## src/include/pcie_msi_consts.svh

```systemverilog
// MSI limits for the UltraScale PCIe core; only function 0 is served, at most 32 vectors
`ifndef PCIE_MSI_CONSTS_SVH
`define PCIE_MSI_CONSTS_SVH

// width of the core's MSI vector fields (int, pending status, data)
`define MSI_VEC_MAX 32

// interrupt request lines wired by default
`define MSI_PORTS_DEFAULT 4

// cfg_interrupt_msi_enable bit of function 0
// mmenable holds one 3-bit code per function, so this also picks the code
`define MSI_FUNC0_BIT 0

`endif

```

## src/verilog/msi_vec_pkg.sv

```systemverilog
// vector types sized for the full 32-vector MSI field; unused upper vectors are left at zero
`default_nettype none

`include "pcie_msi_consts.svh"

package msi_vec_pkg;

    // one bit per MSI vector
    // used for the host mask, the deliverable set, pending and clear strobes
    typedef logic [`MSI_VEC_MAX-1:0] vec_mask_t;

    // vector number within the MSI field
    typedef logic [$clog2(`MSI_VEC_MAX)-1:0] vec_idx_t;

endpackage

`default_nettype wire

```

## src/verilog/msi_cfg_pkg.sv

```systemverilog
// MSI configuration and issuer types; codes 6 and 7 of mme are reserved by PCIe
`default_nettype none

package msi_cfg_pkg;

    // multiple message enable of one function
    // code n allows vectors 0 .. 2**n-1
    typedef logic [2:0] mme_t;

    // issuer FSM
    // issue_gap is the single idle cycle that follows each response
    typedef enum logic [1:0] {
        issue_idle      = 2'd0,
        issue_wait_resp = 2'd1,
        issue_gap       = 2'd2
    } issue_state_t;

endpackage

`default_nettype wire

```

## src/verilog/msi_mask_track.sv

```systemverilog
// function 0 only; vec_enable lags mask_update, msi_enable and mmenable by one cycle
`default_nettype none

`include "pcie_msi_consts.svh"

module msi_mask_track
    import msi_vec_pkg::*;
    import msi_cfg_pkg::*;
#(
    parameter int PORTS = `MSI_PORTS_DEFAULT
)
(
    input  wire logic          pcie_clk,
    input  wire logic          pcie_rst,

    input  wire logic [3:0]    cfg_interrupt_msi_enable,
    input  wire logic [11:0]   cfg_interrupt_msi_mmenable,
    input  wire logic          cfg_interrupt_msi_mask_update,
    input  wire logic [31:0]   cfg_interrupt_msi_data,

    output vec_mask_t          vec_enable
);

vec_mask_t mask_reg;
vec_mask_t mask_next;
vec_mask_t enable_next;
mme_t      mme_f0;
logic      func0_en;

always_comb begin
    // the core presents the new mask on msi_data with the update pulse
    mask_next = cfg_interrupt_msi_mask_update ? vec_mask_t'(cfg_interrupt_msi_data) : mask_reg;

    func0_en = cfg_interrupt_msi_enable[`MSI_FUNC0_BIT];
    mme_f0 = cfg_interrupt_msi_mmenable[`MSI_FUNC0_BIT*3 +: 3];

    for (int i = 0; i < `MSI_VEC_MAX; i++) begin
        // reserved mme codes give a limit above 32, so every vector passes
        enable_next[i] = func0_en
            && (i < PORTS)
            && (i < (32'd1 << mme_f0))
            && !mask_next[i];
    end
end

always_ff @(posedge pcie_clk) begin
    mask_reg <= mask_next;
    vec_enable <= enable_next;

    if (pcie_rst) begin
        // everything masked until the host writes the mask
        mask_reg <= '1;
        vec_enable <= '0;
    end
end

endmodule

`default_nettype wire

```

## src/verilog/msi_vector_pending.sv

```systemverilog
// rising-edge capture only; a level held high yields one interrupt per assertion
`default_nettype none

module msi_vector_pending (
    input  wire logic  pcie_clk,
    input  wire logic  pcie_rst,

    input  wire logic  irq,
    input  wire logic  clear,

    output logic       pending
);

logic irq_q;
logic irq_rise;

assign irq_rise = irq && !irq_q;

// previous level is tracked through reset too,
// so a line already high when reset drops gives no edge
always_ff @(posedge pcie_clk) begin
    irq_q <= irq;
end

always_ff @(posedge pcie_clk) begin
    // a new edge wins over a clear in the same cycle
    if (irq_rise) begin
        pending <= 1'b1;
    end else if (clear) begin
        pending <= 1'b0;
    end

    if (pcie_rst) begin
        pending <= 1'b0;
    end
end

endmodule

`default_nettype wire

```

## src/verilog/msi_issue_arb.sv

```systemverilog
// one MSI outstanding at a time; the core may hold off sent/fail for any number of cycles
`default_nettype none

`include "pcie_msi_consts.svh"

module msi_issue_arb
    import msi_vec_pkg::*;
    import msi_cfg_pkg::*;
(
    input  wire logic                      pcie_clk,
    input  wire logic                      pcie_rst,

    input  wire vec_mask_t                 vec_pending,
    input  wire vec_mask_t                 vec_enable,

    input  wire logic                      cfg_interrupt_msi_sent,
    input  wire logic                      cfg_interrupt_msi_fail,
    output logic [`MSI_VEC_MAX-1:0]        cfg_interrupt_msi_int,

    output vec_mask_t                      vec_clear
);

issue_state_t state;

// next vector to look at first
vec_idx_t rr_ptr;

// vector waiting on the core's response
vec_idx_t issued_idx;

vec_mask_t vec_avail;
logic      cand_found;
vec_idx_t  cand_idx;

assign vec_avail = vec_pending & vec_enable;

always_comb begin
    vec_idx_t scan_idx;

    cand_found = 1'b0;
    cand_idx = '0;

    // first available vector at or after the pointer, wrapping at 32
    for (int j = 0; j < `MSI_VEC_MAX; j++) begin
        scan_idx = rr_ptr + vec_idx_t'(j);
        if (!cand_found && vec_avail[scan_idx]) begin
            cand_found = 1'b1;
            cand_idx = scan_idx;
        end
    end
end

always_ff @(posedge pcie_clk) begin
    // int and clear are single-cycle strobes
    cfg_interrupt_msi_int <= '0;
    vec_clear <= '0;

    case (state)
        issue_idle: begin
            if (cand_found) begin
                cfg_interrupt_msi_int <= vec_mask_t'(1) << cand_idx;
                issued_idx <= cand_idx;
                // pointer moves on even if this one later fails
                rr_ptr <= cand_idx + 1'b1;
                state <= issue_wait_resp;
            end
        end
        issue_wait_resp: begin
            if (cfg_interrupt_msi_sent) begin
                vec_clear <= vec_mask_t'(1) << issued_idx;
                state <= issue_gap;
            end else if (cfg_interrupt_msi_fail) begin
                // left pending, picked up again on its next turn
                state <= issue_gap;
            end
        end
        default: begin
            // gap cycle lets the clear reach the pending latch first
            state <= issue_idle;
        end
    endcase

    if (pcie_rst) begin
        state <= issue_idle;
        rr_ptr <= '0;
        cfg_interrupt_msi_int <= '0;
        vec_clear <= '0;
    end
end

endmodule

`default_nettype wire

```

## src/verilog/cndm_pcie_msi.sv

```systemverilog
// MSI path to the UltraScale core for PORTS = 1..32 request lines; function 0 only
`default_nettype none

`include "pcie_msi_consts.svh"

module cndm_pcie_msi
    import msi_vec_pkg::*;
#(
    parameter int PORTS = `MSI_PORTS_DEFAULT
)
(
    input  wire logic                   pcie_clk,
    input  wire logic                   pcie_rst,

    // per-port interrupt requests, edge sensitive
    input  wire logic [PORTS-1:0]       irq,

    input  wire logic [3:0]             cfg_interrupt_msi_enable,
    input  wire logic [11:0]            cfg_interrupt_msi_mmenable,
    input  wire logic                   cfg_interrupt_msi_mask_update,
    input  wire logic [31:0]            cfg_interrupt_msi_data,

    input  wire logic                   cfg_interrupt_msi_sent,
    input  wire logic                   cfg_interrupt_msi_fail,
    output logic [`MSI_VEC_MAX-1:0]     cfg_interrupt_msi_int,
    output logic [`MSI_VEC_MAX-1:0]     cfg_interrupt_msi_pending_status
);

vec_mask_t        vec_enable;
vec_mask_t        vec_pending;
vec_mask_t        vec_clear;
logic [PORTS-1:0] port_pending;

msi_mask_track #(
    .PORTS(PORTS)
)
mask_track_inst (
    .pcie_clk(pcie_clk),
    .pcie_rst(pcie_rst),
    .cfg_interrupt_msi_enable(cfg_interrupt_msi_enable),
    .cfg_interrupt_msi_mmenable(cfg_interrupt_msi_mmenable),
    .cfg_interrupt_msi_mask_update(cfg_interrupt_msi_mask_update),
    .cfg_interrupt_msi_data(cfg_interrupt_msi_data),
    .vec_enable(vec_enable)
);

for (genvar i = 0; i < PORTS; i++) begin : gen_pending
    msi_vector_pending pending_inst (
        .pcie_clk(pcie_clk),
        .pcie_rst(pcie_rst),
        .irq(irq[i]),
        .clear(vec_clear[i]),
        .pending(port_pending[i])
    );
end

// vectors above PORTS never pend
assign vec_pending = vec_mask_t'(port_pending);
assign cfg_interrupt_msi_pending_status = vec_pending;

msi_issue_arb issue_arb_inst (
    .pcie_clk(pcie_clk),
    .pcie_rst(pcie_rst),
    .vec_pending(vec_pending),
    .vec_enable(vec_enable),
    .cfg_interrupt_msi_sent(cfg_interrupt_msi_sent),
    .cfg_interrupt_msi_fail(cfg_interrupt_msi_fail),
    .cfg_interrupt_msi_int(cfg_interrupt_msi_int),
    .vec_clear(vec_clear)
);

endmodule

`default_nettype wire

```

## config.mk

```make
export PLATFORM = sky130hd
export DESIGN_NAME = cndm_pcie_msi
export DESIGN_NICKNAME = d
export VERILOG_FILES = /design/src/verilog/msi_vec_pkg.sv /design/src/verilog/msi_cfg_pkg.sv /design/src/verilog/msi_mask_track.sv /design/src/verilog/msi_vector_pending.sv /design/src/verilog/msi_issue_arb.sv /design/src/verilog/cndm_pcie_msi.sv
export VERILOG_INCLUDE_DIRS = /design/src /design/src/include
export SDC_FILE = /design/constraint.sdc
export NUM_CORES = 1
export LEC_CHECK = 0
export CAP_MARGIN = 15
export CORE_ASPECT_RATIO = 1.25
export CORE_MARGIN = 10
export CORE_UTILIZATION = 45
export CTS_BUF_LIST = sky130_fd_sc_hd__clkbuf_8 sky130_fd_sc_hd__clkbuf_16
export DETAILED_ROUTE_END_ITERATION = 7
export DONT_BUFFER_PORTS = 1
export REMOVE_ABC_BUFFERS = 1
export SYNTH_ARGS = -nofsm -noshare
export SYNTH_HDL_FRONTEND = slang
export SYNTH_SLANG_ARGS = --single-unit
```

## constraint.sdc

```tcl
create_clock -name pcie_clk -period 5.18 [get_ports pcie_clk]
set_input_delay 0.259 -clock pcie_clk [delete_from_list [all_inputs] [get_ports pcie_clk]]
set_output_delay 0.259 -clock pcie_clk [all_outputs]
set_load 0.03 [all_outputs]
```

==> flow_summary.ini, run 1 <==
[power_and_ir_drop]
pwr_density_cell_nw_per_um2 = 276
leakage_nw = 1.83
finalPower_mw = 1.22
ir_drop_v = 0.000260

[job]
drv_cap = 0

[detailed_routing]
drc = 0
vias = 3300
dr.pass1.iters = 5
ant_nets = 0
avgViaCountPerCell = 5.47
wl_met2_um = 5100
dr.first_iter.drc_count = 173
wire_per_inst_um = 16.9
finalWirelength_um = 10200
dr.max_layer_used = met4
wl_met3_um = 688
drt-met1-wl_um = 3750

[clock_network]
clock_latency_ns = 0.33
cts-root-buf = clkbuf_8
cts_num_sinks = 64
cts_tree = yes
path_clk_slew_ns = 0.06
clockBufferDepth = 2
h-tree-depth = 3
postCtsSetupBuffers = 0
cts_made_buffers = 9
ctsResizeCount = 0

[timing]
finalCritPeriodShare = 0.886
rsz0062_at_grt = no
final.setup.tns_ns = 0
fin_skew_ns = 0.00307
fmax_ghz = 0.218
hold_viol_final = 0
maxSlewHeadroom = 0.326
fin_crit_ns = 4.59
fin_ws_ns = 0.590
fin_hold_ws_ns = 0.0485
slew_violations = 0
setup_viol = 0
worstMarginPinSlew_ns = 1.01

[yosys]
syn_area_um2 = 4120
ys_ff_latch = 64
synthCells = 451
syn_area_per_cell_um2 = 9.13
synth_top_area_frac = 0.287
synthArstFlopShare = 0
seq_area_frac_synth = 0.323
yosys.area.top_type = dfxtp_1
yosys.cell_types.count = 79
synth_area_leaders = dfxtp_1 (29%), buf_4 (6.2%), ha_1 (5.2%)
synth_flop_cell = dfxtp_1
synth-edff-count = 5
yosys_warnings = 0

[worst_hold_path]
min_from = pcie_rst
hold_path_depth = 1
hold_path.class = input port to flop
worstHoldEndpoint = mask_track_inst.mask_reg[3]

[layout]
fin_area_um2 = 4430
multi_input_area_um2 = 2600
fin_cells = 603
area_growth_pct = 7.51
layout_common_cells = conb_1 (59), dfxtp_1 (59), nor2_1 (30)
drive_gt1_frac = 0.112
fin_nets = 552
fillers = 847
finalCoreUtilization = 0.503
top_regs = issue_arb_inst.cfg_interrupt_msi_int x32, issue_arb_inst.issued_idx x5, issue_arb_inst.rr_ptr x5
seqCellArea_um2 = 1330
largest_reg_flops = 32
num_antenna_cells = 0
regMostFlops = issue_arb_inst.cfg_interrupt_msi_int

[global_routing]
grt.overflow.total = 0
grt_pass1_vias = 3306
grt_antenna_before_repair = 0
grt_max_degree = 25
grt_first_pass_wirelength_um = 16700
grt_usage = 0.152

[place]
port_buffers = 0
place_area_um2 = 4160
pre_cts_ws_ns = 0.548
gp_congestion = 0.898
hpwl_um = 7860
placed_cells_incl_taps = 582

[floorplan]
start_util = 0.468
dieWidth_um = 106
dieArea_um2 = 13400
core_area_um2 = 8800
pin_count = 121
num_rows = 38
die_height_um = 127

[critical_path]
required_ns = 5.43
crit_start = issue_arb_inst.rr_ptr[1]
rr_worst_depth = 14
critical_path_class = flop to flop
path_max_fanout = 24
setup.worst_path.start_class = flop
r2r_start = issue_arb_inst.rr_ptr[1]
reg2reg_setup_slack_ns = 0.59
crit_arrival_ns = 4.84
crit_path_end_kind = flop
r2r-end = issue_arb_inst.rr_ptr[1]

[run_status]
status = complete, no violations
routing by layer:
layer	track usage	vias up
met5	0	-
met4	0.117	0
met3	0.0400	41
met2	0.260	118
met1	0.156	1528
li1	-	1613
worst max-delay path by stage:
stage	end	slack (ns)	cells after the start
floorplan	issue_arb_inst.rr_ptr[1]	0.95	13
global placement	issue_arb_inst.rr_ptr[1]	0.65	14
detailed placement	issue_arb_inst.rr_ptr[1]	0.55	14
CTS	issue_arb_inst.rr_ptr[1]	0.50	14
global route	issue_arb_inst.rr_ptr[1]	0.12	14
finish	issue_arb_inst.rr_ptr[1]	0.59	14
power breakdown:
group	switching (mW)	total, mW	leakage [nW]	internal, mW
Clock	0.168	0.440	0.117	0.272
Combinational	0.143	0.209	1.18	0.0661
Sequential	0.0462	0.573	0.536	0.527
Total	0.356	1.22	1.83	0.865
synth_stat cells, types with 7 or more instances:
library cell / n
nor2b_1: 11
clkbuf_1: 7
xnor2_1: 15
ha_1: 17
a211oi_1: 10
inv_1: 9
xor2_1: 10
nand4_1: 11
buf_4: 34
nor3_1: 10
nand2b_1: 13
o21ai_0: 16
nand3_1: 10
nand2_1: 25
a21oi_1: 24
dfxtp_1: 59
or3_1: 7
nor2_1: 30
final cells by class:
class,count,share of cell area
Multi-Input combinational cell,382,0.588
Sequential cell,64,0.301
Clock buffer,13,0.0404
Tap cell,120,0.0339
Timing Repair Buffer,9,0.0181
Inverter,12,0.0102
Clock inverter,3,0.00876
logic make-up after synthesis:
kind of cell / count (synthesis) / share of synthesized area
adders and majority gates: 17 / 0.0517
buffers and inverters: 63 / 0.0975
DFF: 64 / 0.323
AOI/OAI and AO/OA: 98 / 0.170
other: 1 / 0.000911
muxes: 4 / 0.0128
xor gates and xnor gates: 26 / 0.0571
and+or+nand+nor: 178 / 0.286
repair_timing:
item                                    4_1_cts  5_1_grt
endpoints found under the setup margin        0        0
hold buffers                                  5        0
hold endpoints to repair                     13        0
worst max-delay path, cell delays in order (launching register included):
cell and delay [ns]:
dfxtp_1 0.34, inv_2 0.14, ha_1 0.86, nand4b_1 0.31, a41oi_1 0.46, nand3b_2 0.32
nand2b_1 0.26, a311oi_1 0.28, o211ai_1 0.11, nand4_1 0.18, o21ai_1 0.10, a211oi_2 0.51
inv_1 0.13, ha_1 0.31, a211oi_1 0.18
No activity file was read; power rests on OpenSTA's default activity.
==> inputs of run 2 (changes only) <==
- MAX_ROUTING_LAYER: not set -> met4
==> flow_summary.ini, run 2 (synthesis gave the netlist of run 1 again) <==
[global_routing]
grt_first_pass_wirelength_um = 16100
grt_antenna_before_repair = 0
grt_pass1_vias = 3260
grt_usage = 0.152
grt_max_degree = 25
grt.overflow.total = 0

[floorplan]
dieWidth_um = 106
num_rows = 38
pin_count = 121
dieArea_um2 = 13400
core_area_um2 = 8800
die_height_um = 127
start_util = 0.468

[timing]
fin_crit_ns = 4.68
fmax_ghz = 0.214
rsz0062_at_grt = no
final.setup.tns_ns = 0
maxSlewHeadroom = 0.337
hold_viol_final = 0
setup_viol = 0
worstMarginPinSlew_ns = 0.993
fin_skew_ns = 0.00410
finalCritPeriodShare = 0.904
slew_violations = 0

[clock_network]
cts_tree = yes
path_clk_slew_ns = 0.06
clockBufferDepth = 2
cts-root-buf = clkbuf_8
cts_num_sinks = 64
cts_made_buffers = 9
clock_latency_ns = 0.32
holdBufCountCts = 5
ctsResizeCount = 0
h-tree-depth = 3
postCtsSetupBuffers = 0

[layout]
largest_reg_flops = 32
fillers = 855
top_regs = issue_arb_inst.cfg_interrupt_msi_int x32, issue_arb_inst.issued_idx x5, issue_arb_inst.rr_ptr x5
area_growth_pct = 6.75
drive_gt1_frac = 0.110
fin_cells = 602
regMostFlops = issue_arb_inst.cfg_interrupt_msi_int
num_antenna_cells = 0
fin_area_um2 = 4400
layout_common_cells = conb_1 (59), dfxtp_1 (59), nor2_1 (30)
multi_input_area_um2 = 2600
fin_nets = 552
seqCellArea_um2 = 1330

[power_and_ir_drop]
pwr_density_cell_nw_per_um2 = 267
leakage_nw = 1.82
ir_drop_v = 0.000231

[detailed_routing]
wire_per_inst_um = 16.8
avgViaCountPerCell = 5.49
dr.first_iter.drc_count = 141
dr.pass1.iters = 4
finalWirelength_um = 10100
vias = 3307
drc = 0
ant_nets = 0

[run_status]
status = complete, no violations

[critical_path]
crit_arrival_ns = 4.92
rr_worst_depth = 14
crit_path_end_kind = flop
path_max_fanout = 24
critical_path_class = flop to flop
r2r-end = issue_arb_inst.rr_ptr[1]
setup.worst_path.start_class = flop
reg2reg_setup_slack_ns = 0.50
r2r_start = issue_arb_inst.rr_ptr[1]
required_ns = 5.42

[place]
hpwl_um = 7880
place_area_um2 = 4160
port_buffers = 0
gp_congestion = 0.924
placed_cells_incl_taps = 582

[worst_hold_path]
hold_path.class = input port to flop
hold_path_depth = 1
min_from = pcie_rst
worstHoldEndpoint = mask_track_inst.mask_reg[3]

[job]
drv_cap = 0
[run 2: per-stage QoR]
stage	hold slack (ns)	setup WS, ns	power, mW	utilization
finish	0.0560	0.498	1.17	0.500
global route	0.0548	0.170	1.23	0.500
CTS	0.0337	0.506	1.19	0.500
detailed placement	0.287	0.549	0.788	0.473
global placement	0.287	0.611	0.785	0.473
floorplan	0.287	0.946	0.737	-
[run 2: worst max path at each step]
stage	start	to	slack [ns]	cells past startpoint
floorplan	issue_arb_inst.rr_ptr[1]	issue_arb_inst.rr_ptr[1]	0.95	13
global placement	issue_arb_inst.rr_ptr[1]	issue_arb_inst.rr_ptr[1]	0.61	14
detailed placement	issue_arb_inst.rr_ptr[1]	issue_arb_inst.rr_ptr[1]	0.55	14
CTS	issue_arb_inst.rr_ptr[1]	issue_arb_inst.rr_ptr[1]	0.51	14
global route	issue_arb_inst.rr_ptr[1]	issue_arb_inst.rr_ptr[1]	0.17	14
finish	issue_arb_inst.rr_ptr[1]	issue_arb_inst.rr_ptr[1]	0.50	14
[run 2: power by group]
part,leakage (nW),total [mW],switching [mW],internal (mW)
clock,0.103,0.390,0.163,0.228
combinational,1.18,0.210,0.144,0.0660
sequential,0.536,0.573,0.0463,0.527
[run 2: cell type report]
class,count,area share
multi-input cells,382,0.592
well taps,120,0.0342
flip-flops and latches,64,0.303
clock buffers,10,0.0313
clock inverters,5,0.0111
repair buffers,9,0.0182
inverters,12,0.0102
[run 2: critical path: stages, from the launching register on]
cell and delay [ns]:
dfxtp_1 0.34, inv_2 0.14, ha_1 0.92, nand4b_1 0.32, a41oi_1 0.48, nand3b_2 0.31, nand2b_1 0.26, a311oi_1 0.29
o211ai_1 0.12, nand4_1 0.17, o21ai_1 0.09, a211oi_2 0.51, inv_1 0.13, ha_1 0.31, a211oi_1 0.19
[run 2: layer usage]
layer / global-route usage / vias to the layer above / part of all wire
met5: - / - / 0
met4: 0.108 / 0 / 0.053
met3: 0.0299 / 31 / 0.058
met2: 0.254 / 115 / 0.51
met1: 0.156 / 1545 / 0.38
li1: - / 1616 / -
